**src/cache_pkg.sv**
```systemverilog
// cache geometry and the address decode shared by the cache datapath
package cache_pkg;

	// two ways, eight sets, 32-byte lines
	localparam int OFFSET_W       = 5;
	localparam int INDEX_W        = 3;
	localparam int TAG_W          = 24;
	localparam int NUM_SETS       = 8;
	localparam int LINE_W         = 256;
	localparam int WORDS_PER_LINE = 8;

	localparam int LINE_BYTES = LINE_W / 8;               // one mask bit per byte
	localparam int WORD_SEL_W = $clog2(WORDS_PER_LINE);
	localparam int BYTE_SEL_W = OFFSET_W - WORD_SEL_W;    // byte within a word

	// field view of a 32-bit byte address
	typedef struct packed {
		logic [TAG_W-1:0]      tag;
		logic [INDEX_W-1:0]    index;
		logic [WORD_SEL_W-1:0] word;
		logic [BYTE_SEL_W-1:0] byte_off;
	} cache_addr_fields_s;

	// same word seen raw or split into fields
	typedef union packed {
		logic [31:0]        raw;
		cache_addr_fields_s fields;
	} cache_addr_u;

	// one way's tag state at the looked-up set
	typedef struct packed {
		logic [TAG_W-1:0] tag;
		logic             valid;
		logic             dirty;
	} way_info_s;

endpackage

```
**src/bus_pkg.sv**
```systemverilog
// request and response bundles of the CPU port and the line memory port
package bus_pkg;

	// single word access from the CPU
	typedef struct packed {
		logic                   write;
		cache_pkg::cache_addr_u addr;
		logic [31:0]            wdata;
		logic [3:0]             be;     // byte enables
	} cpu_req_s;

	typedef struct packed {
		logic [31:0] rdata;
	} cpu_rsp_s;

	// whole line transfer, address is line aligned
	typedef struct packed {
		logic                          write;
		cache_pkg::cache_addr_u        addr;
		logic [cache_pkg::LINE_W-1:0]  wdata;
	} mem_req_s;

	// valid while the memory ack is high
	typedef struct packed {
		logic [cache_pkg::LINE_W-1:0] rdata;
	} mem_rsp_s;

endpackage

```
**src/cache_response.sv**
```systemverilog
// result stage: builds the line written into a way and selects the word read back
`timescale 1ns/1ps

module cache_response (
	input  bus_pkg::cpu_req_s                req_i,
	input  logic [cache_pkg::LINE_W-1:0]     way_line_i,
	input  logic [cache_pkg::LINE_W-1:0]     mem_line_i,
	input  logic                             fill_sel_i,
	output logic [cache_pkg::LINE_W-1:0]     line_o,
	output logic [cache_pkg::LINE_BYTES-1:0] byte_mask_o,
	output logic [31:0]                      read_word_o
);

	logic [cache_pkg::LINE_W-1:0]     cpu_line;
	logic [cache_pkg::LINE_BYTES-1:0] cpu_mask;

	// write word merged into its slot
	always_comb begin
		cpu_line = way_line_i;
		cpu_mask = '0;
		for (int w = 0; w < cache_pkg::WORDS_PER_LINE; w++) begin
			if (req_i.addr.fields.word == cache_pkg::WORD_SEL_W'(w)) begin
				for (int b = 0; b < 4; b++) begin
					cpu_mask[4*w + b] = req_i.be[b];
					if (req_i.be[b]) begin
						cpu_line[32*w + 8*b +: 8] = req_i.wdata[8*b +: 8];
					end
				end
			end
		end
	end

	// refill overwrites the whole line
	assign line_o      = fill_sel_i ? mem_line_i : cpu_line;
	assign byte_mask_o = fill_sel_i ? {cache_pkg::LINE_BYTES{1'b1}} : cpu_mask;

	assign read_word_o = way_line_i[32*req_i.addr.fields.word +: 32];

endmodule

```
**config.mk**
```make
export PLATFORM = sky130hd
export DESIGN_NAME = cache_response
export DESIGN_NICKNAME = d
export VERILOG_FILES = /design/src/cache_pkg.sv /design/src/bus_pkg.sv /design/src/cache_response.sv
export SDC_FILE = /design/constraint.sdc
export NUM_CORES = 1
export LEC_CHECK = 0
export ABC_AREA = 1
export BUFFER_PORTS_ARGS = -buffer_cell sky130_fd_sc_hd__buf_2
export CORE_AREA = 2 2 350 352
export DETAILED_ROUTE_END_ITERATION = 8
export DIE_AREA = 0 0 352 354
export MAX_ROUTING_LAYER = met4
export PLACE_DENSITY = 0.3
export SLEW_MARGIN = 10
export SYNTH_ARGS = -nofsm -noshare
export SYNTH_HDL_FRONTEND = slang
export SYNTH_SLANG_ARGS = --single-unit
```
**constraint.sdc**
```tcl
create_clock -name vclk -period 2.1
set_input_delay 0.105 -clock vclk [all_inputs]
set_output_delay 0.105 -clock vclk [all_outputs]
set_load 0.01 [all_outputs]
```
# After elaboration in Yosys (flattened, before gate mapping)
# Cells that the tools add are included.
[word_totals] regBits=0 inputBits=582
[op_classes] eq_ne=7 shifts=1 muxes=50 reduce_logical=1
[ops] operator="two-way mux 32 bit" count=9
[ops] operator="two-way mux 256 bit" count=1
[ops] operator="two-way mux 8 bit" count=32
[ops] operator="variable part select 256 x 9 -> 32 bit" count=1
[ops] operator="two-way mux 4 bit" count=8
[ops] operator="== test 3 bit (second input constant)" count=4
[ops] operator="== test 3 x 2 -> 1 bit (second input constant)" count=2
[ops] operator="== test 3 x 1 -> 1 bit (second input constant)" count=1
[ops] operator="zero test 3 bit" count=1

# Longest topological paths before layout
[depth] depth_word=3 ltp_mapped=10 depth_no_buf=7

# Worst setup path after synthesis
# OpenSTA, ideal clock, no wires.
[synth_timing] kind="in2out" startpoint="in req_i[38] (netlist name)" endpoint="out byte_mask_o[20] (netlist name)" arrival_time_ns=1.068 required_ns=1.995 setup_slack_ns=0.927 stages=6 path_buffers=2 path_cell_list="buf_2 inv_2 nor2_1 nand2_1 buf_2 o21ai_0"
[synth_via] elab_chain_cells=3
[synth_rtl] item="start, declared" line="cache_response.sv:5" text="input bus_pkg::cpu_req_s req_i,"
[synth_rtl] item="== test 3 bit" line="cache_response.sv:22" text="if (req_i.addr.fields.word == cache_pkg::WORD_SEL_W'(w)) begin"
[synth_rtl] item="two-way mux 4 bit" line="cache_response.sv:22"
[synth_rtl] item="two-way mux 32 bit" line="cache_response.sv:35" text="assign byte_mask_o = fill_sel_i ? {cache_pkg::LINE_BYTES{1'b1}} : cpu_mask;"
[synth_rtl] item="end, declared" line="cache_response.sv:10" text="output logic [cache_pkg::LINE_BYTES-1:0] byte_mask_o,"
# No other way between the ends.

# Worst setup path after layout
[layout_timing] startpoint="in req_i[39] (netlist name)" endpoint="out read_word_o[13]"
[layout_via] elab_chain_cells=1
[layout_rtl] item="variable part select 256 x 9 -> 32 bit" line="cache_response.sv:37" text="assign read_word_o = way_line_i[32*req_i.addr.fields.word +: 32];"
[layout_rtl] item="end, declared" line="cache_response.sv:11" text="output logic [31:0] read_word_o"
# No other way between the ends.

==> impl_metrics.toml <==
[run_status]
status = "finished, final reports clean"

[synthesis]
count_of_cell_types_in_the_netlist = 11
ys.warnings.count = 0
syn-num-nets = 3621
postSynthCellCount = 3039
synth_top_cell_area_share = 0.630
synth_top_family_by_area = "simple AND/OR/NAND/NOR gates"
synth.area.top_cells = "nand2_1 63%, nor2_1 12%, nand3_1 8.1%"
synth_compound_gate_area_share = 0.0135
syn_area_per_cell_um2 = 3.90
yosys-mux-area-fraction = 0
post_synth_instance_area_mm2 = 0.0119
synthXorXnorAreaFrac = 0
synth_largest_area_cell = "nand2_1"
post_synthesis_simple_gate_area_fraction = 0.839
synth.yosys.seq_area_share = 0
synth_adder_area_share = 0

[timing]
final.period_utilization = 0.905
max_freq_mhz = 526
worst_pin_slew_ps = 946
finalSetupViolCount = 0
final_period_minus_worst_setup_slack_ps = 1900
final.setup.worst_slack_ps = 199
timing.final.max_slew_violations = 0
final-hold-violation-count = 0
rsz_0062_raised_after_global_routing = "false"
final.setup.tns_ps = 0
slew_headroom = 0.369

[cts]
post_cts_resized = 0
postCtsHoldBufs = 0
cts_post_setup_buffers_inserted = 0

[detailed_routing]
drt_first_iter_violations = 1508
route.antenna.remaining_nets = 0
route.vias.total = 20700
remaining_drc_errors = 0
routed.top_layer = "met4"
routed_wirelength_um = 108000
wirelength_met1_um = 47300
detail_route.first_pass.iterations = 5
wl_met3_um = 5290
wl_per_cell_um = 19.7
wl_met2_um = 53300
detail_route.vias_per_cell = 3.79

[critical_path]
cp_num_cells = 7
cp_num_buf_inv = 3
worstPathArrival_ps = 1800
critical_path.top_delay_family = "buffers and inverters"
worst_ep_required_time_ps = 2000
worstPathMaxFanout = 56
worst_setup_path_end_kind = "primary output"
worstSetupPathType = "in -> out"
timing.critical_path.slowest_cell_delay_ps = 670
crit_top_cell = "nand2_1"
startpoint = "req_i[39]"
endpoint = "read_word_o[13]"
cp-start-kind = "input pin"
timing.critical_path.cells = "buf_4 > buf_4 > nand2_1 > nand2_1 > nand2_1 > nand2_1 > buf_2"
crit_path_top_delay_cell = "buf_4"

[cells_and_area]
layout.sequential_cells = 0
layout.cells.most_common_list = "1988 x nand2_1, 868 x buf_2, 387 x nor2_1"
final_net_count = 4396
final_core_utilization = 0.154
clkbuf_count = 0
area.growth.synth_to_final_pct = 57.3
n_fill_cell = 14700
regArea_um2 = 0
drive_above_1_share = 0.258
layout_commonest_cell = "nand2_1"

[grt]
grt_pass1_wl_um = 147000
globalRoute.totalOverflow = 0
combined_global_route_utilization_of_all_metal_layers = 0.168
grt_start_max_net_pins = 118
number_of_antenna_violations_at_the_first_check_in_global_routing = 39
grt_pass1_vias = 19500

[hold_path]
hp-class = "in -> out"

[floorplanning]
design.die.area_mm2 = 0.125
die_width_um = 352
dieHeight_um = 354
num_rows = 128
placeableCoreArea_mm2 = 0.121
io-pin-count = 902
start_util = 0.0981

[power_and_ir_drop]
worst_ir_drop_vdd_mv = 0.109
p_per_area_mw_per_mm2 = 235
static-leakage-power_nw = 12.3
final_total_power_w = 0.00438

[placement]
placement.setup.worst_slack_ps = 144
gpl.final_weighted_congestion = 0.886
port_buffers = 872
hpwl_um = 87200

[job]
maxCapViolCount = 0
worst min-delay path by stage:
stage | slack [ps] | cells past startpoint | to | start
6_report | 490 | 4 | line_o[79] | mem_line_i[79]
5_1_grt | 500 | 4 | line_o[97] | mem_line_i[97]
4_1_cts | 490 | 4 | line_o[79] | mem_line_i[79]
3_5_place_dp | 490 | 4 | line_o[103] | mem_line_i[103]
3_3_place_gp | 490 | 4 | line_o[173] | mem_line_i[173]
2_1_floorplan | 330 | 2 | line_o[0] | mem_line_i[0]
stage by stage:
step	hold WS (ps)	instance area [um2]	instances
6_report	491	18600	5458
4_1_cts	492	18600	5437
3_5_place_dp	490	18600	5437
5_1_grt	501	18600	5456
2_1_floorplan	334	11900	3039
3_3_place_gp	494	18600	5437
area by class of cell:
type,instances,area (um2),area share
inverter,233,892,0.0478
timing repair buffer,964,5450,0.292
antenna,21,52.6,0.00282
multi-input combinational,2615,10200,0.548
tap,1625,2030,0.109
logic make-up after synthesis:
logic type,after synthesis
AO/OA/AOI/OAI,32
AND/OR/NAND/NOR,2583
buffers and inverters,424
routing by layer:
layer,GRT usage,vias to the layer above
li1,-,10500
met1,0.210,9332
met2,0.292,749
met3,0.0198,92
met4,0.0291,0
met5,-,-
synthesized netlist by cell type:
| cell | number |
|---|---|
| nor2_2 | 1 |
| buf_2 | 123 |
| nor2_1 | 394 |
| o21ai_0 | 32 |
| nand3_1 | 192 |
| buf_1 | 20 |
| clkbuf_1 | 48 |
| nand2_2 | 5 |
| nand2_1 | 1991 |
| inv_2 | 3 |
| inv_1 | 230 |
power by group:
part / total (W) / switching [W] / internal, W
Sequential: 0 / 0 / 0
Combinational: 0.00438 / 0.00280 / 0.00157
Clock: 0.00000000117 / 0 / 0.00000000117
No activity file was read; power rests on OpenSTA's default activity.
