<file path="config.mk">
export PLATFORM = sky130hd
export DESIGN_NAME = cache_way
export DESIGN_NICKNAME = d
export VERILOG_FILES = /design/src/cache_pkg.sv /design/src/cache_way.sv
export SDC_FILE = /design/constraint.sdc
export NUM_CORES = 2
export LEC_CHECK = 0
export BUFFER_PORTS_ARGS = -buffer_cell sky130_fd_sc_hd__buf_4
export CAP_MARGIN = 30
export CORE_ASPECT_RATIO = 0.7
export CORE_MARGIN = 2
export CORE_UTILIZATION = 27
export CTS_CLUSTER_SIZE = 30
export DETAILED_ROUTE_END_ITERATION = 7
export PLACE_DENSITY = 0.47
export REMOVE_ABC_BUFFERS = 1
export SLEW_MARGIN = 20
export SYNTH_ARGS = -nofsm -noshare
export SYNTH_HDL_FRONTEND = slang
export SYNTH_SLANG_ARGS = --single-unit
export TNS_END_PERCENT = 10
</file>
<file path="constraint.sdc">
create_clock -name clk -period 1.5 [get_ports clk]
set_input_delay 0.15 -clock clk [delete_from_list [all_inputs] [get_ports clk]]
set_output_delay 0.15 -clock clk [all_outputs]
set_load 0.02 [all_outputs]
</file>
<file path="src/cache_pkg.sv">
// cache geometry and the address decode shared by the cache datapath
package cache_pkg;

	// two ways, eight sets, 32-byte lines
	localparam int OFFSET_W       = 5;
	localparam int INDEX_W        = 3;
	localparam int TAG_W          = 24;
	localparam int NUM_SETS       = 8;
	localparam int LINE_W         = 256;
	localparam int WORDS_PER_LINE = 8;

	localparam int LINE_BYTES = LINE_W / 8;               // one mask bit per byte
	localparam int WORD_SEL_W = $clog2(WORDS_PER_LINE);
	localparam int BYTE_SEL_W = OFFSET_W - WORD_SEL_W;    // byte within a word

	// field view of a 32-bit byte address
	typedef struct packed {
		logic [TAG_W-1:0]      tag;
		logic [INDEX_W-1:0]    index;
		logic [WORD_SEL_W-1:0] word;
		logic [BYTE_SEL_W-1:0] byte_off;
	} cache_addr_fields_s;

	// same word seen raw or split into fields
	typedef union packed {
		logic [31:0]        raw;
		cache_addr_fields_s fields;
	} cache_addr_u;

	// one way's tag state at the looked-up set
	typedef struct packed {
		logic [TAG_W-1:0] tag;
		logic             valid;
		logic             dirty;
	} way_info_s;

endpackage

</file>
<file path="src/cache_way.sv">
// one cache way: line, tag, valid and dirty arrays with a byte-masked line write
`timescale 1ns/1ps

module cache_way (
	input  logic                                clk,
	input  logic                                arst_n_i,
	input  logic [cache_pkg::INDEX_W-1:0]       index_i,
	input  logic [cache_pkg::TAG_W-1:0]         tag_i,
	input  logic [cache_pkg::LINE_W-1:0]        line_i,
	input  logic [cache_pkg::LINE_BYTES-1:0]    byte_mask_i,
	input  logic                                write_i,
	input  logic                                set_dirty_i,
	input  logic                                clear_dirty_i,
	output cache_pkg::way_info_s                info_o,
	output logic [cache_pkg::LINE_W-1:0]        line_o
);

	logic [cache_pkg::LINE_W-1:0] data_q [cache_pkg::NUM_SETS];
	logic [cache_pkg::TAG_W-1:0]  tag_q  [cache_pkg::NUM_SETS];
	logic [cache_pkg::NUM_SETS-1:0] valid_q;
	logic [cache_pkg::NUM_SETS-1:0] dirty_q;

	logic [cache_pkg::TAG_W-1:0] rd_tag_q;
	logic                        rd_valid_q;
	logic                        rd_dirty_q;

	// data and tag storage, read registered every cycle
	always_ff @(posedge clk) begin
		if (write_i) begin
			for (int b = 0; b < cache_pkg::LINE_BYTES; b++) begin
				if (byte_mask_i[b]) begin
					data_q[index_i][8*b +: 8] <= line_i[8*b +: 8];
				end
			end
			tag_q[index_i] <= tag_i;
		end
		line_o   <= data_q[index_i]; // old contents on a write edge
		rd_tag_q <= tag_q[index_i];
	end

	// status bits
	always_ff @(posedge clk or negedge arst_n_i) begin
		if (!arst_n_i) begin
			valid_q    <= '0;
			dirty_q    <= '0;
			rd_valid_q <= 1'b0;
			rd_dirty_q <= 1'b0;
		end else begin
			if (write_i) begin
				valid_q[index_i] <= 1'b1; // any write installs the line
				if (set_dirty_i) begin
					dirty_q[index_i] <= 1'b1;
				end else if (clear_dirty_i) begin
					dirty_q[index_i] <= 1'b0;
				end
			end
			rd_valid_q <= valid_q[index_i];
			rd_dirty_q <= dirty_q[index_i];
		end
	end

	assign info_o = '{tag: rd_tag_q, valid: rd_valid_q, dirty: rd_dirty_q};

endmodule

</file>
; Word level (Yosys, flattened, before mapping)
; Memories as Yosys holds them, arrays and structs flattened. A register that Yosys moved wholly into a read port is not among the register bits.
; Cells that the tools add are included.
[word_totals]
ram_bits = 2240
word_cells = 121
memories = 2
reg_bits = 18
[op_classes]
bitwise = 4
mux = 106
n_reduce_logical = 3
n_lt_le_gt_ge = 2
[mem_list]
columns = name, words, width, rd, rd_ports_with_merged_regs, write_ports, line
row1 = data_q, 8, 256, 1, 1, 1, cache_way.sv:18  ; logic [cache_pkg::LINE_W-1:0] data_q [cache_pkg::NUM_SETS];
row2 = tag_q, 8, 24, 1, 1, 1, cache_way.sv:19  ; logic [cache_pkg::TAG_W-1:0] tag_q [cache_pkg::NUM_SETS];
[ops]
columns = operator, n
row1 = 1-bit 2-to-1 mux, 101
row2 = 8-bit 2-to-1 mux, 2
row3 = 8-bit bitwise OR, 2
row4 = 8-bit bitwise AND, 1
row5 = 8-bit NOT, 1
row6 = 1-bit binary-select mux with 3-bit select, 2
row7 = 3-bit by 4-bit < comparator with 1-bit output (second input constant), 1
row8 = 1-bit demux with 3-bit select, 1
row9 = 3-bit by 1-bit >= comparator with 1-bit output (second input constant), 1
row10 = 2-bit AND reduction, 1
row11 = 2-bit nonzero test, 1
row12 = 1-bit logical AND, 1

; Longest topological paths before layout
[depth]
depth_word = 8
ltp_mapped = 6
mapped_depth_nobuf = 3

; Worst setup path before layout
; OpenSTA, ideal clock, no wires.
[synth_timing]
path_kind = input -> register
from = in index_i[0] (netlist name)
to = mem data_q[0][184] (netlist name) (enable)
t_required_ps = 1168
cell_stages = 5
setup_time_ps = 332
slack_ps = -974
arrival_time_ps = 2142
path_cell_list = buf_2 buf_6 nor4b_2 clkbuf_1 and2_1
[synth_lines]
columns = item, line
row1 = start: declaration, cache_way.sv:7  ; input logic [cache_pkg::INDEX_W-1:0] index_i,
row2 = end: declaration, cache_way.sv:18
; No word-level cell before the write port.

; Final worst setup path
[layout_timing]
from = reg line_o[215] (netlist name), read port of data_q
to = out line_o[215] (netlist name)
[layout_lines]
columns = item, line
row1 = start: declaration, cache_way.sv:15  ; output logic [cache_pkg::LINE_W-1:0] line_o
; No word-level cell between the ends.

==> out/results.tsv <==
metric	value	unit
status	finished with violations	
failing checks	negative setup slack	
IO Port Bufs	601	
area growth from synthesis to layout	34.1	%
Final Max Tran Viols	0	
drt via density	4.36	
vias	44900	
pin count of the biggest net entering global routing	48	
GRT overflow	0	
leakage power total	41.7	nW
die area	0.346	sq mm
GPL Wtd Cong	0.735	
synthesized area per cell	23.8	sq um
Max Cap Violations	0	
Util after Layout	36.4	%
Setup crit end kind	output port	
residual DRC count	0	
chip width	702	microns
CTS Buf Count	270	
Mapped Cells	3866	
PnR worst setup slack	-0.0597	ns
nets@finish	5871	
setup TNS	-0.384	ns
post-CTS setup buffers	0	
delay-heaviest family, CP	flip-flops	
1st-iter DRT viols	3853	
Worst Setup Path Type	reg2out	
Critical Path Fanout Max	1	
HP Class	in2reg	
GRT Total Usage	14.0	%
Area after DPL	0.109	sq mm
cell row count	179	
Worst Tran Pin Value	0.483	ns
worst-path cell chain	buf_8	
CP bufs+invs	1	
commonest non-fill, non-tap cells in the layout	edfxtp_1 (2240), buf_4 (679), mux4_2 (564)	
fillcell total	31200	
clk_lat worst skew	0.87	ns
final setup violation count	21	
fin crit share	104	%
Max-slew headroom	67.8	%
skew final	0.0347	ns
share of cells above drive strength 1	47.8	%
Post-Syn Area	0.0920	sq mm
clock-pin slew on the worst setup and hold paths	0.06	ns
H-tree depth	5	
Peak VDD IR	0.855	mV
Num Clock Sinks	2538	
max incr delay on CP	0.42	ns
Power Total	158	mW
DRT Pass-1 Iters	7	
root buffer cell	clkbuf_16	
post-synthesis register bit count	2538	
yosys warns	0	
commonest non-fill, non-tap cell in the layout	edfxtp_1	
Worst Setup Start Kind	flop	
Netlist cell types	18	
final hold violation count	0	
vias in the first global route	47100	
first-pass GRT wire length	349000	microns
fmax	641	MHz
Post-Route WL	247000	microns
CTS tree	built	
Post-DP HPWL	168000	microns
antenna violations before repair	63	
data required time of the critical path	1.35	ns
CP arrival	1.41	ns
Final Cell Area	0.123	sq mm
chip height	492	microns
Initial Util	27.1	%
CP max-delay cell	dfxtp_4	
pwr/cell area	1280	mW/mm^2
min Tclk post-route	1.56	ns
ANT nets after route	0	
CORE AREA	0.340	sq mm
post-synthesis sequential area ratio	79.7	%
Routed WL per cell	24.0	microns
worst slack, placed	-0.631	ns
io pins	602	
clock tree buffer depth	4	
unrepaired setup endpoints after global routing	true	
layer usage:
layer	GRT usage (%)	routed length, microns
met5	0	279
met4	3.08	5020
met3	2.92	14900
met2	20.8	109000
met1	21.0	117000
tightest hold or removal path, cell delays in order:
cell and delay, ns:
buf_8 0.16, nor4bb_4 0.07, buf_4 0.18, buf_4 0.15
cell families after synthesis:
logic type / Yosys count / synth area share, %
buf+inv: 194 / 1.09
flops: 2538 / 79.7
simple gates: 280 / 1.92
mux: 846 / 17.3
compound gates: 8 / 0.0761
synth_stat cells:
| library cell | instances | area (sq um) |
|---|---|---|
| a22o_1 | 8 | 70.1 |
| and2_1 | 256 | 1600 |
| and4_1 | 1 | 8.76 |
| and4b_1 | 3 | 30.0 |
| buf_1 | 10 | 37.5 |
| buf_2 | 102 | 510 |
| buf_4 | 2 | 15.0 |
| buf_6 | 19 | 214 |
| clkbuf_1 | 61 | 229 |
| dfrtp_1 | 18 | 450 |
| dfxtp_1 | 280 | 5610 |
| edfxtp_1 | 2240 | 67300 |
| mux2_2 | 282 | 3180 |
| mux4_2 | 564 | 12700 |
| nand2_1 | 8 | 30.0 |
| nor4b_2 | 1 | 15.0 |
| nor4bb_1 | 3 | 30.0 |
| or2_2 | 8 | 50.1 |
path summary, 6_finish.rpt:
check,cells after the start,end,start,slack (ns)
setup / recovery,1,line_o[215],line_o[215],-0.06
hold / removal,4,tag_q[2][18],index_i[2],0.07
min in group asynchronous,3,rd_dirty_q,arst_n_i,0.25
hold reg to reg,1,valid_q[7],valid_q[7],0.47
max in group asynchronous,4,valid_q[1],arst_n_i,0.88
setup reg to reg,2,line_o[53],data_q[5][53],0.14
through the flow:
stage,std cells,hold slack (ns)
floorplan,3672,-0.146
global placement,9419,0.0333
detailed placement,9419,0.0319
CTS,10300,0.000588
global route,10300,0.0212
finish,10300,0.0703
where the power goes:
| group | total, mW | switching, mW | internal (mW) |
|---|---|---|---|
| clock network | 66.3 | 28.0 | 38.3 |
| registers | 80.1 | 1.04 | 79.1 |
| logic | 11.6 | 5.56 | 6.03 |
sequential cells by signal (all words and copies together) (netlist names), named ones only:
register	cells
tag_q	192
rd_tag_q	24
line_o	256
rd_dirty_q	1
valid_q	8
rd_valid_q	1
data_q	2048
layout make-up:
type | instances | area [sq um] | area share, %
Sequential cell | 2538 | 73800 | 59.8
Clock inverter | 119 | 1270 | 1.03
Tap cell | 4525 | 5660 | 4.59
Multi-Input combinational cell | 1134 | 17800 | 14.4
Timing Repair Buffer | 1607 | 17400 | 14.1
Antenna cell | 13 | 32.5 | 0.0264
Clock buffer | 362 | 7450 | 6.04
timing repair:
item	4_1_cts	5_1_grt
pin swaps	0	1
endpoints found under the setup margin	282	275
hold endpoints to repair	4354	1
resized for setup	634	14
hold buffers	386	1
(Power assumes the default switching activity.)
