<file path="config.mk">
export PLATFORM = sky130hd
export DESIGN_NAME = cache_lookup
export DESIGN_NICKNAME = d
export VERILOG_FILES = /design/src/cache_pkg.sv /design/src/cache_lookup.sv
export SDC_FILE = /design/constraint.sdc
export NUM_CORES = 1
export LEC_CHECK = 0
export BUFFER_PORTS_ARGS = -buffer_cell sky130_fd_sc_hd__buf_4
export CAP_MARGIN = 25
export CELL_PAD_IN_SITES_DETAIL_PLACEMENT = 0
export CELL_PAD_IN_SITES_GLOBAL_PLACEMENT = 1
export CORE_ASPECT_RATIO = 2
export CORE_MARGIN = 2
export CORE_UTILIZATION = 27
export CTS_BUF_LIST = sky130_fd_sc_hd__clkbuf_8
export DETAILED_ROUTE_END_ITERATION = 12
export HOLD_SLACK_MARGIN = 0.12
export PLACE_DENSITY_LB_ADDON = 0.1
export REMOVE_ABC_BUFFERS = 1
export SYNTH_ARGS = -nofsm -noshare
export SYNTH_HDL_FRONTEND = slang
export SYNTH_SLANG_ARGS = --single-unit
</file>
<file path="constraint.sdc">
create_clock -name clk -period 3.7 [get_ports clk]
set_input_delay 0.925 -clock clk [delete_from_list [all_inputs] [get_ports clk]]
set_output_delay 0.925 -clock clk [all_outputs]
set_load 0.05 [all_outputs]
</file>
<file path="src/cache_pkg.sv">
// cache geometry and the address decode shared by the cache datapath
package cache_pkg;

	// two ways, eight sets, 32-byte lines
	localparam int OFFSET_W       = 5;
	localparam int INDEX_W        = 3;
	localparam int TAG_W          = 24;
	localparam int NUM_SETS       = 8;
	localparam int LINE_W         = 256;
	localparam int WORDS_PER_LINE = 8;

	localparam int LINE_BYTES = LINE_W / 8;               // one mask bit per byte
	localparam int WORD_SEL_W = $clog2(WORDS_PER_LINE);
	localparam int BYTE_SEL_W = OFFSET_W - WORD_SEL_W;    // byte within a word

	// field view of a 32-bit byte address
	typedef struct packed {
		logic [TAG_W-1:0]      tag;
		logic [INDEX_W-1:0]    index;
		logic [WORD_SEL_W-1:0] word;
		logic [BYTE_SEL_W-1:0] byte_off;
	} cache_addr_fields_s;

	// same word seen raw or split into fields
	typedef union packed {
		logic [31:0]        raw;
		cache_addr_fields_s fields;
	} cache_addr_u;

	// one way's tag state at the looked-up set
	typedef struct packed {
		logic [TAG_W-1:0] tag;
		logic             valid;
		logic             dirty;
	} way_info_s;

endpackage

</file>
<file path="src/cache_lookup.sv">
// decode stage: address split, tag compare against both ways and per-set LRU
`timescale 1ns/1ps

module cache_lookup (
	input  logic                   clk,
	input  logic                   arst_n_i,
	input  cache_pkg::cache_addr_u addr_i,
	input  cache_pkg::way_info_s   info0_i,
	input  cache_pkg::way_info_s   info1_i,
	input  logic                   lru_update_i,
	input  logic                   used_way_i,
	output logic                   hit_o,
	output logic                   hit_way_o,
	output logic                   victim_way_o,
	output cache_pkg::way_info_s   victim_info_o
);

	logic [cache_pkg::TAG_W-1:0]   req_tag;
	logic [cache_pkg::INDEX_W-1:0] req_set;
	logic                          hit0;
	logic                          hit1;

	// one bit per set, names the least recently used way
	logic [cache_pkg::NUM_SETS-1:0] lru_q;

	assign req_tag = addr_i.fields.tag;
	assign req_set = addr_i.fields.index;

	// compare on the registered way outputs
	assign hit0 = info0_i.valid && (info0_i.tag == req_tag);
	assign hit1 = info1_i.valid && (info1_i.tag == req_tag);

	assign hit_o     = hit0 || hit1;
	assign hit_way_o = hit1; // both ways never hold the same tag

	// replacement candidate and its state
	assign victim_way_o  = lru_q[req_set];
	assign victim_info_o = victim_way_o ? info1_i : info0_i;

	always_ff @(posedge clk or negedge arst_n_i) begin
		if (!arst_n_i) begin
			lru_q <= '0;
		end else if (lru_update_i) begin
			lru_q[req_set] <= ~used_way_i; // other way becomes LRU
		end
	end

endmodule

</file>
# After elaboration in Yosys (flattened, before gate mapping)
# Index checks and enable logic that the tools add are counted.
# W data, S select, Z words.
[word_totals] reg_bits=8 output_inout_bits=29
[op_classes] n_lt_le_gt_ge=2 n_eq_ne=2 mux=6 bitwise_logic=1 n_reduce_logical=4
[ops] cell="$eq A24 B24 Y1" n=2
[ops] cell="$mux W26" n=1
[ops] cell="$bwmux W8" n=1
[ops] cell="$lt A3 B4 Y1 const B" n=1
[ops] cell="$bmux W1 S3" n=1
[ops] cell="$demux W1 S3" n=1
[ops] cell="$ge A3 B1 Y1 const B" n=1
[ops] cell="$logic_and A1 B1 Y1" n=3
[ops] cell="$mux W1" n=2
[ops] cell="$logic_or A1 B1 Y1" n=1
[ops] cell="$not A1 Y1" n=1

# Logic depth before layout (Yosys ltp)
# Gate-level depths: netlist of the first run.
[logic_depth] word_depth=5 depth_mapped=5 ltp_nobuf=4

# Worst setup path after synthesis of the first run
# No wires, ideal clock.
[synth_path] kind="input to output" startpoint="input port info1_i[18] (netlist bit)" endpoint="output port hit_o" arrival_time_ns=2.480 setup_slack_ns=0.295 cell_stages=4 path_buffers=0 path_cell_list="xnor2_1 nand4_1 or4_1 o22ai_1"
[synth_via] elab_chain_len=3
[synth_lines] item="from (decl)" line_no="cache_lookup.sv:9" source="input cache_pkg::way_info_s info1_i,"
[synth_lines] item="$eq A24 B24 Y1" line_no="cache_lookup.sv:31" source="assign hit1 = info1_i.valid && (info1_i.tag == req_tag);"
[synth_lines] item="$logic_and A1 B1 Y1" line_no="cache_lookup.sv:31"
[synth_lines] item="$logic_or A1 B1 Y1" line_no="cache_lookup.sv:33" source="assign hit_o = hit0 || hit1;"
[synth_lines] item="to (decl)" line_no="cache_lookup.sv:12" source="output logic hit_o,"
# Every way passes these cells.

==> results of run 1 <==
area by class of cell:
type                            instances  area [um^2]  share of cell area [%]
Tap cell                               57         71.3                    3.14
Sequential cell                         8          200                    8.82
Inverter                                1         3.75                   0.165
Clock buffer                            3         41.3                    1.82
Multi-Input combinational cell        121         1100                    48.4
Timing Repair Buffer                  114          856                    37.7
synthesized netlist by cell type (2+ instances only):
master    n  share of area [%]
nand2_1   6                1.7
buf_12    2                3.0
a21oi_1   3                1.1
mux4_2    2                3.3
nand3_1   5                1.8
xor2_1   22                 14
nor3_1    2               0.74
or4_1     2                1.1
nor2_1    2               0.55
mux2_2    7                5.8
o21ai_0   4                1.5
nor4_1    4                1.8
a31oi_1   4                1.8
nor2b_1   2               0.92
dfrtp_1   8                 15
mux2_4   19                 21
xnor2_1  26                 17
nand4_1   7                3.2
metrics by stage:
step | setup WS [ps] | power [uW] | instances | util, % | hold slack [ps]
after floorplan | 17.8 | 533 | 130 | - | 444
after global placement | 177 | 741 | 301 | 45.8 | 459
after detailed placement | 183 | 742 | 301 | 45.8 | 468
after CTS | 177 | 849 | 304 | 46.7 | 476
after global routing | 134 | 882 | 304 | 46.7 | 503
final | 202 | 838 | 304 | 46.7 | 473
power groups by stage:
stage / registers (uW) / clock network [uW] / logic [uW]
after global placement: 115 / 0 / 627
after CTS: 114 / 107 / 629
final: 114 / 103 / 621
after global routing: 116 / 110 / 656
after detailed placement: 115 / 0 / 627
after floorplan: 112 / 0 / 421
cell families after synthesis:
| group | after synthesis | share of synthesized area (%) |
|---|---|---|
| buf+inv | 4 | 4.07 |
| simple gates | 31 | 12.7 |
| xor+xnor | 48 | 31.1 |
| compound gates | 13 | 5.55 |
| mux | 29 | 31.9 |
| flops | 8 | 14.8 |
worst paths after layout:
path / start / end / slack, ps / cells past startpoint
min in group asynchronous: arst_n_i / lru_q[7] / 510 / 1
setup / recovery: addr_i[5] / victim_info_o[3] / 200 / 6
hold reg to reg: lru_q[6] / lru_q[6] / 470 / 2
max in group asynchronous: arst_n_i / lru_q[0] / 3060 / 1
setup reg to reg: lru_q[1] / lru_q[1] / 2990 / 2
hold / removal: lru_q[6] / lru_q[6] / 470 / 2
per-layer routing:
metal	track usage [%]	part of all wire, %	up-vias
li1	-	-	713
met1	13.2	29	641
met2	33.7	61	63
met3	2.44	8.5	7
met4	4.46	1.6	0
met5	0	0	-
worst min-delay path: cells and delay by family (launching register included):
family,cells,cell delay (ps)
flops,1,330
compound gates,1,60
simple gates,1,40
==> results.yml, run 1 <==
power:
  p_per_area_nw_per_um2: 369
  power_frac_comb_pct: 74.1
  clkPwrFrac_pct: 12.3
  p_seq_share_pct: 13.6
  irDropWorstVdd_mv: 0.301
  power_leakage_uw: 0.00108
  netSwitchingPower_uw: 388
  switching_share_pct: 46.3
  p_int_uw: 450
clock_network:
  clk_latency_ps: 230
  clock_sinks: 8
  path_clk_slew_ps: 40
  post_cts_buffers: 0
  cts_root_buffer: "clkbuf_8"
  cts_tree: "done"
  htree_levels: 1
  cts_inserted_buffers: 3
  ctsResizeCount: 0
  clockBufferDepth: 2
  postCtsHoldBufs: 0
floorplanning:
  dieArea_um2: 5630
  core_um2: 4860
  die_w_um: 54.1
  num_rows: 36
  num_io_pins: 117
  start_util_pct: 27.8
  die_height_um: 104
global_route:
  grt_max_degree: 11
  gr-total-overflow: 0
  grt_first_pass_wirelength_mm: 6.58
  grt_pass1_vias: 1448
  grt_antenna_before_repair: 0
  grt_use_total_pct: 16.0
yosys:
  async_flop_share_pct: 100
  synth_enable_flop_cells: 0
  synth_ff_type: "dfrtp_1"
  syn_avg_cell_area_um2: 10.2
  ys_types: 24
  syn_area_um2: 1350
  yosys_warnings: 0
  yosysSeqAreaShare_pct: 14.8
  synth-seq-cells: 8
  synthCells: 133
setup_path:
  crit_slowest_cell: "mux4_2"
  critPathKind: "primary input to output port"
  path_delay_family: "multiplexers"
  path_cells: "buf_4 -> mux4_2 -> mux2i_4 -> buf_4 -> mux2_2 -> buf_4"
  cp_num_buf_inv: 3
  cp-start-kind: "primary input"
  cp_common_cell: "buf_4"
  cpPeakStageDelay_ps: 530
  worstPathRequired_ps: 2770
  cp.arrival_ps: 2570
  worstSetupEndpointType: "output port"
  cp_max_fo: 10
placement:
  dpl.hpwl_mm: 4.08
  dpl_cell_area_um2: 2230
  io_buffer_count: 111
  globalplace.congestion: 0.735
layout:
  drive_gt1_share_pct: 59.5
  fillers: 509
  diodes: 0
  final_cell_mix: "114 x buf_4, 26 x xnor2_1, 22 x xor2_1, 19 x mux2_4, 8 x dfrtp_1"
  layout_commonest_cell: "buf_4"
  nets: 337
  area_growth_pct: 67.7
  largest-register: "lru_q"
  reg_top3: "lru_q: 8 flops"
  stdcell_area_um2: 2270
  largest_reg_flops: 8
sta:
  fin_skew_ps: 0
  finalSetupViolations: 0
  rsz0062_at_grt: "no"
  fin_crit_sh_pct: 94.6
  min_period_ps: 3500
  max_freq_ghz: 0.286
  maxSlewViolCount: 0
  timing_hold_violations_final: 0
  tns_ps: 0
  tightest_slew_ps: 347
  slew_headroom_pct: 76.7
drt:
  vias: 1424
  dr.pass1.iters: 4
  vias_per_cell: 4.68
  final_antenna_net_count: 0
  routed_wirelength_mm: 4.57
  drt_iter0_drc: 11
  routedWlPerCell_um: 15.0
  drc: 0
outcome:
  status: "finished, final reports clean"
min_path:
  worst_hold_path_type: "flop to flop"
run:
  cap_violations: 0
Power figures use the tool's default switching activity.
==> run 2: changes to the inputs <==
Settings changed: CORE_ASPECT_RATIO 2 to 1.4.
==> results.yml, run 2 (synthesized netlist as in run 1, its figures left out) <==
sta:
  slew_headroom_pct: 80.5
  maxSlewViolCount: 0
  finalSetupViolations: 0
  rsz0062_at_grt: "no"
  fin_skew_ps: 0
  timing_hold_violations_final: 0
  fin_crit_sh_pct: 95.6
  tns_ps: 0
  min_period_ps: 3540
  tightest_slew_ps: 291
  max_freq_ghz: 0.283
  fin_hold_ws_ps: 467
clock_network:
  cts_inserted_buffers: 3
  path_clk_slew_ps: 40
  cts_tree: "done"
  clk_latency_ps: 230
  postCtsHoldBufs: 0
  clock_sinks: 8
  cts_root_buffer: "clkbuf_8"
  htree_levels: 1
  post_cts_buffers: 0
  ctsResizeCount: 0
  clockBufferDepth: 2
placement:
  globalplace.congestion: 0.712
  io_buffer_count: 111
  dp.cells: 307
  dpl_cell_area_um2: 2260
  dpl.hpwl_mm: 3.74
layout:
  drive_gt1_share_pct: 59.3
  layout_commonest_cell: "buf_4"
  largest_reg_flops: 8
  diodes: 0
  reg_top3: "lru_q: 8 flops"
  final_cell_mix: "111 x buf_4, 26 x xnor2_1, 22 x xor2_1, 19 x mux2_4, 8 x dfrtp_1"
  area_growth_pct: 69.7
  stdcell_area_um2: 2300
  layout.cells.non_filler: 310
  largest-register: "lru_q"
  nets: 336
min_path:
  worst_hold_path_type: "flop to flop"
setup_path:
  cp_max_fo: 16
  worstPathRequired_ps: 2770
  worstSetupEndpointType: "output port"
  cp.arrival_ps: 2610
  cp-start-kind: "primary input"
  reg2reg_setup_slack_ps: 2980
  critPathKind: "primary input to output port"
drt:
  routed_wirelength_mm: 4.26
  routedWlPerCell_um: 13.8
  vias: 1412
  drt_iter0_drc: 41
  final_antenna_net_count: 0
  vias_per_cell: 4.55
  dr.pass1.iters: 4
  drc: 0
floorplanning:
  start_util_pct: 28.0
  die_w_um: 63.8
  core_um2: 4840
  num_rows: 30
  die_height_um: 87.8
  dieArea_um2: 5600
  num_io_pins: 117
global_route:
  grt_max_degree: 17
  gr-total-overflow: 0
  grt_first_pass_wirelength_mm: 6.56
  grt_pass1_vias: 1434
  grt_antenna_before_repair: 0
  grt_use_total_pct: 14.7
power:
  power_leakage_uw: 0.00108
  p_per_area_nw_per_um2: 370
  irDropWorstVdd_mv: 0.250
outcome:
  status: "finished, final reports clean"
run:
  cap_violations: 0
[run 2: changes by cell type in the layout (fill, tap and decap cells not counted)]
cell    delta
buf_12     +2
buf_4      -3
[run 2: area by class of cell]
cell class	count	area, um^2
fillers	514	2540
repair buffers	113	873
inverters	1	3.75
clock buffers	3	41.3
multi-input cells	121	1100
well taps	64	80.1
flip-flops and latches	8	200
[run 2: final timing paths]
check	start	endpoint	depth (start not counted)
worst max-delay path	addr_i[5]	victim_info_o[1]	6
worst min-delay path	lru_q[6]	lru_q[6]	2
worst max register to register	lru_q[1]	lru_q[1]	2
worst min register to register	lru_q[6]	lru_q[6]	2
max in group asynchronous	arst_n_i	lru_q[2]	1
min in group asynchronous	arst_n_i	lru_q[1]	1
[run 2: stage by stage]
stage | power [uW] | worst slack (ps) | utilization (%)
2_1_floorplan | 533 | 17.8 | -
3_3_place_gp | 753 | 143 | 46.6
3_5_place_dp | 754 | 146 | 46.6
4_1_cts | 860 | 143 | 47.4
5_1_grt | 895 | 104 | 47.4
6_report | 850 | 163 | 47.4
[run 2: worst max-delay path, stage by stage]
cell and delay (ps):
buf_4 140, mux4_2 540, mux2i_4 260, buf_12 210, mux2_2 350, buf_4 190
[run 2: power breakdown]
| part | switching, uW | total, uW | internal (uW) |
|---|---|---|---|
| sequential | 8.41 | 114 | 105 |
| clock | 33.1 | 104 | 70.4 |
| combinational | 348 | 633 | 285 |
| total | 389 | 850 | 461 |
[run 2: per-layer routing]
metal | global-route usage (%) | share of wire, % | vias up
met5 | 0 | 0 | -
met4 | 3.75 | 0.84 | 0
met3 | 2.19 | 8.1 | 4
met2 | 29.1 | 56 | 57
met1 | 15.9 | 35 | 641
li1 | - | - | 710
==> run 3: changes to the inputs <==
Settings changed: CORE_UTILIZATION 27 to 29.
Clock period 3.7 ns to 4.15 ns, I/O delays scaled along.
==> results.yml, run 3 (synthesized netlist as in run 1, its figures left out) <==
setup_path:
  critPathKind: "primary input to output port"
  cp.arrival_ps: 2740
  crit_slowest_cell: "mux4_2"
  cp_max_fo: 12
  path_cells: "buf_4 -> mux4_2 -> mux2i_4 -> buf_4 -> mux2_2 -> buf_4"
  cpPeakStageDelay_ps: 540
  worstSetupEndpointType: "output port"
  cp-start-kind: "primary input"
  worstPathRequired_ps: 3110
  r2r-start: "lru_q[1]"
  cp_common_cell: "buf_4"
  reg2reg_setup_slack_ps: 3450
  worstRegToRegCells: 2
  rr_endpoint: "lru_q[1]"
floorplanning:
  start_util_pct: 30.1
  die_height_um: 84.8
  core_um2: 4500
  num_io_pins: 117
  dieArea_um2: 5240
  num_rows: 29
  die_w_um: 61.7
global_route:
  grt_antenna_before_repair: 0
  grt_pass1_vias: 1395
  grt_max_degree: 16
  grt_first_pass_wirelength_mm: 6.30
  grt_use_total_pct: 15.6
  gr-total-overflow: 0
clock_network:
  post_cts_buffers: 0
  htree_levels: 1
  clockBufferDepth: 2
  clock_sinks: 8
  path_clk_slew_ps: 40
  cts_tree: "done"
  clk_latency_ps: 220
  cts_inserted_buffers: 3
  postCtsHoldBufs: 0
  ctsResizeCount: 0
  cts_root_buffer: "clkbuf_8"
sta:
  fin_crit_sh_pct: 91.0
  timing_hold_violations_final: 0
  fin_skew_ps: 0
  tightest_slew_ps: 275
  finalSetupViolations: 0
  tns_ps: 0
  max_freq_ghz: 0.265
  rsz0062_at_grt: "no"
  maxSlewViolCount: 0
  min_period_ps: 3780
  slew_headroom_pct: 81.5
min_path:
  min_to: "lru_q[5]"
  hp-start: "lru_q[5]"
  min_path_cells: 2
  worst_hold_path_type: "flop to flop"
power:
  power_leakage_uw: 0.00108
  switching_share_pct: 46.0
  p_seq_share_pct: 13.7
  p_int_uw: 404
  irDropWorstVdd_mv: 0.222
  power_frac_comb_pct: 74.2
  netSwitchingPower_uw: 345
  p_per_area_nw_per_um2: 328
  clkPwrFrac_pct: 12.1
layout:
  fillers: 474
  stdcell_area_um2: 2280
  ff_latch_area_um2: 200
  final_util_pct: 50.7
  largest-register: "lru_q"
  diodes: 0
  layout_commonest_cell: "buf_4"
  largest_reg_flops: 8
  nets: 336
  area_growth_pct: 68.6
  reg_top3: "lru_q: 8 flops"
  multi_input_area_um2: 1100
  final_cell_mix: "112 x buf_4, 26 x xnor2_1, 22 x xor2_1, 19 x mux2_4, 8 x dfrtp_1"
  drive_gt1_share_pct: 59.3
drt:
  routedWlPerCell_um: 13.7
  drt_iter0_drc: 21
  dr.pass1.iters: 4
  vias_per_cell: 4.56
  final_antenna_net_count: 0
  drc: 0
  vias: 1406
  routed_wirelength_mm: 4.21
placement:
  io_buffer_count: 111
  dpl_cell_area_um2: 2240
  dpl.hpwl_mm: 3.73
  globalplace.congestion: 0.754
run:
  cap_violations: 0
outcome:
  status: "finished, final reports clean"
run 3: cell types whose count changed in the layout (fill, tap and decap cells not counted):
cell	change
buf_4	+1
buf_12	-1
run 3: worst max path at each step:
stage,to,cells past startpoint,startpoint
2_1_floorplan,victim_info_o[0],3,addr_i[5]
3_3_place_gp,victim_info_o[25],6,addr_i[5]
3_5_place_dp,victim_info_o[25],6,addr_i[5]
4_1_cts,victim_info_o[25],6,addr_i[5]
5_1_grt,victim_info_o[25],6,addr_i[5]
6_report,victim_info_o[25],6,addr_i[5]
run 3: power groups by stage:
stage,Sequential [uW],Clock [uW],Combinational [uW]
3_5_place_dp,103,0,561
4_1_cts,102,92.0,563
5_1_grt,104,97.6,586
2_1_floorplan,99.9,0,375
3_3_place_gp,102,0,560
6_report,102,90.4,556
run 3: stage by stage:
stage	power, uW	instances	worst slack [ps]	hold WS, ps
detailed placement	665	305	346	476
global placement	662	305	352	460
floorplan	475	130	243	444
finish	749	308	372	479
CTS	757	308	345	484
global route	788	308	291	503
run 3: final cells by class:
| cell class | instances | area share [%] |
|---|---|---|
| multi-input cells | 121 | 48.1 |
| clock buffers | 3 | 1.81 |
| well taps | 62 | 3.40 |
| inverters | 1 | 0.164 |
| repair buffers | 113 | 37.7 |
| flip-flops and latches | 8 | 8.77 |
run 3: worst max-delay path: cells and delay by family:
family,cells,cell delay (ps)
muxes,3,1100
buffers and inverters,3,600
run 3: per-layer routing:
metal | part of all wire (%) | vias to the layer above | global-route usage (%)
met3 | 8.4 | 6 | 2.44
met5 | 0 | - | 0
met2 | 55 | 60 | 29.2
met1 | 34 | 630 | 17.0
met4 | 2.3 | 0 | 4.64
li1 | - | 710 | -
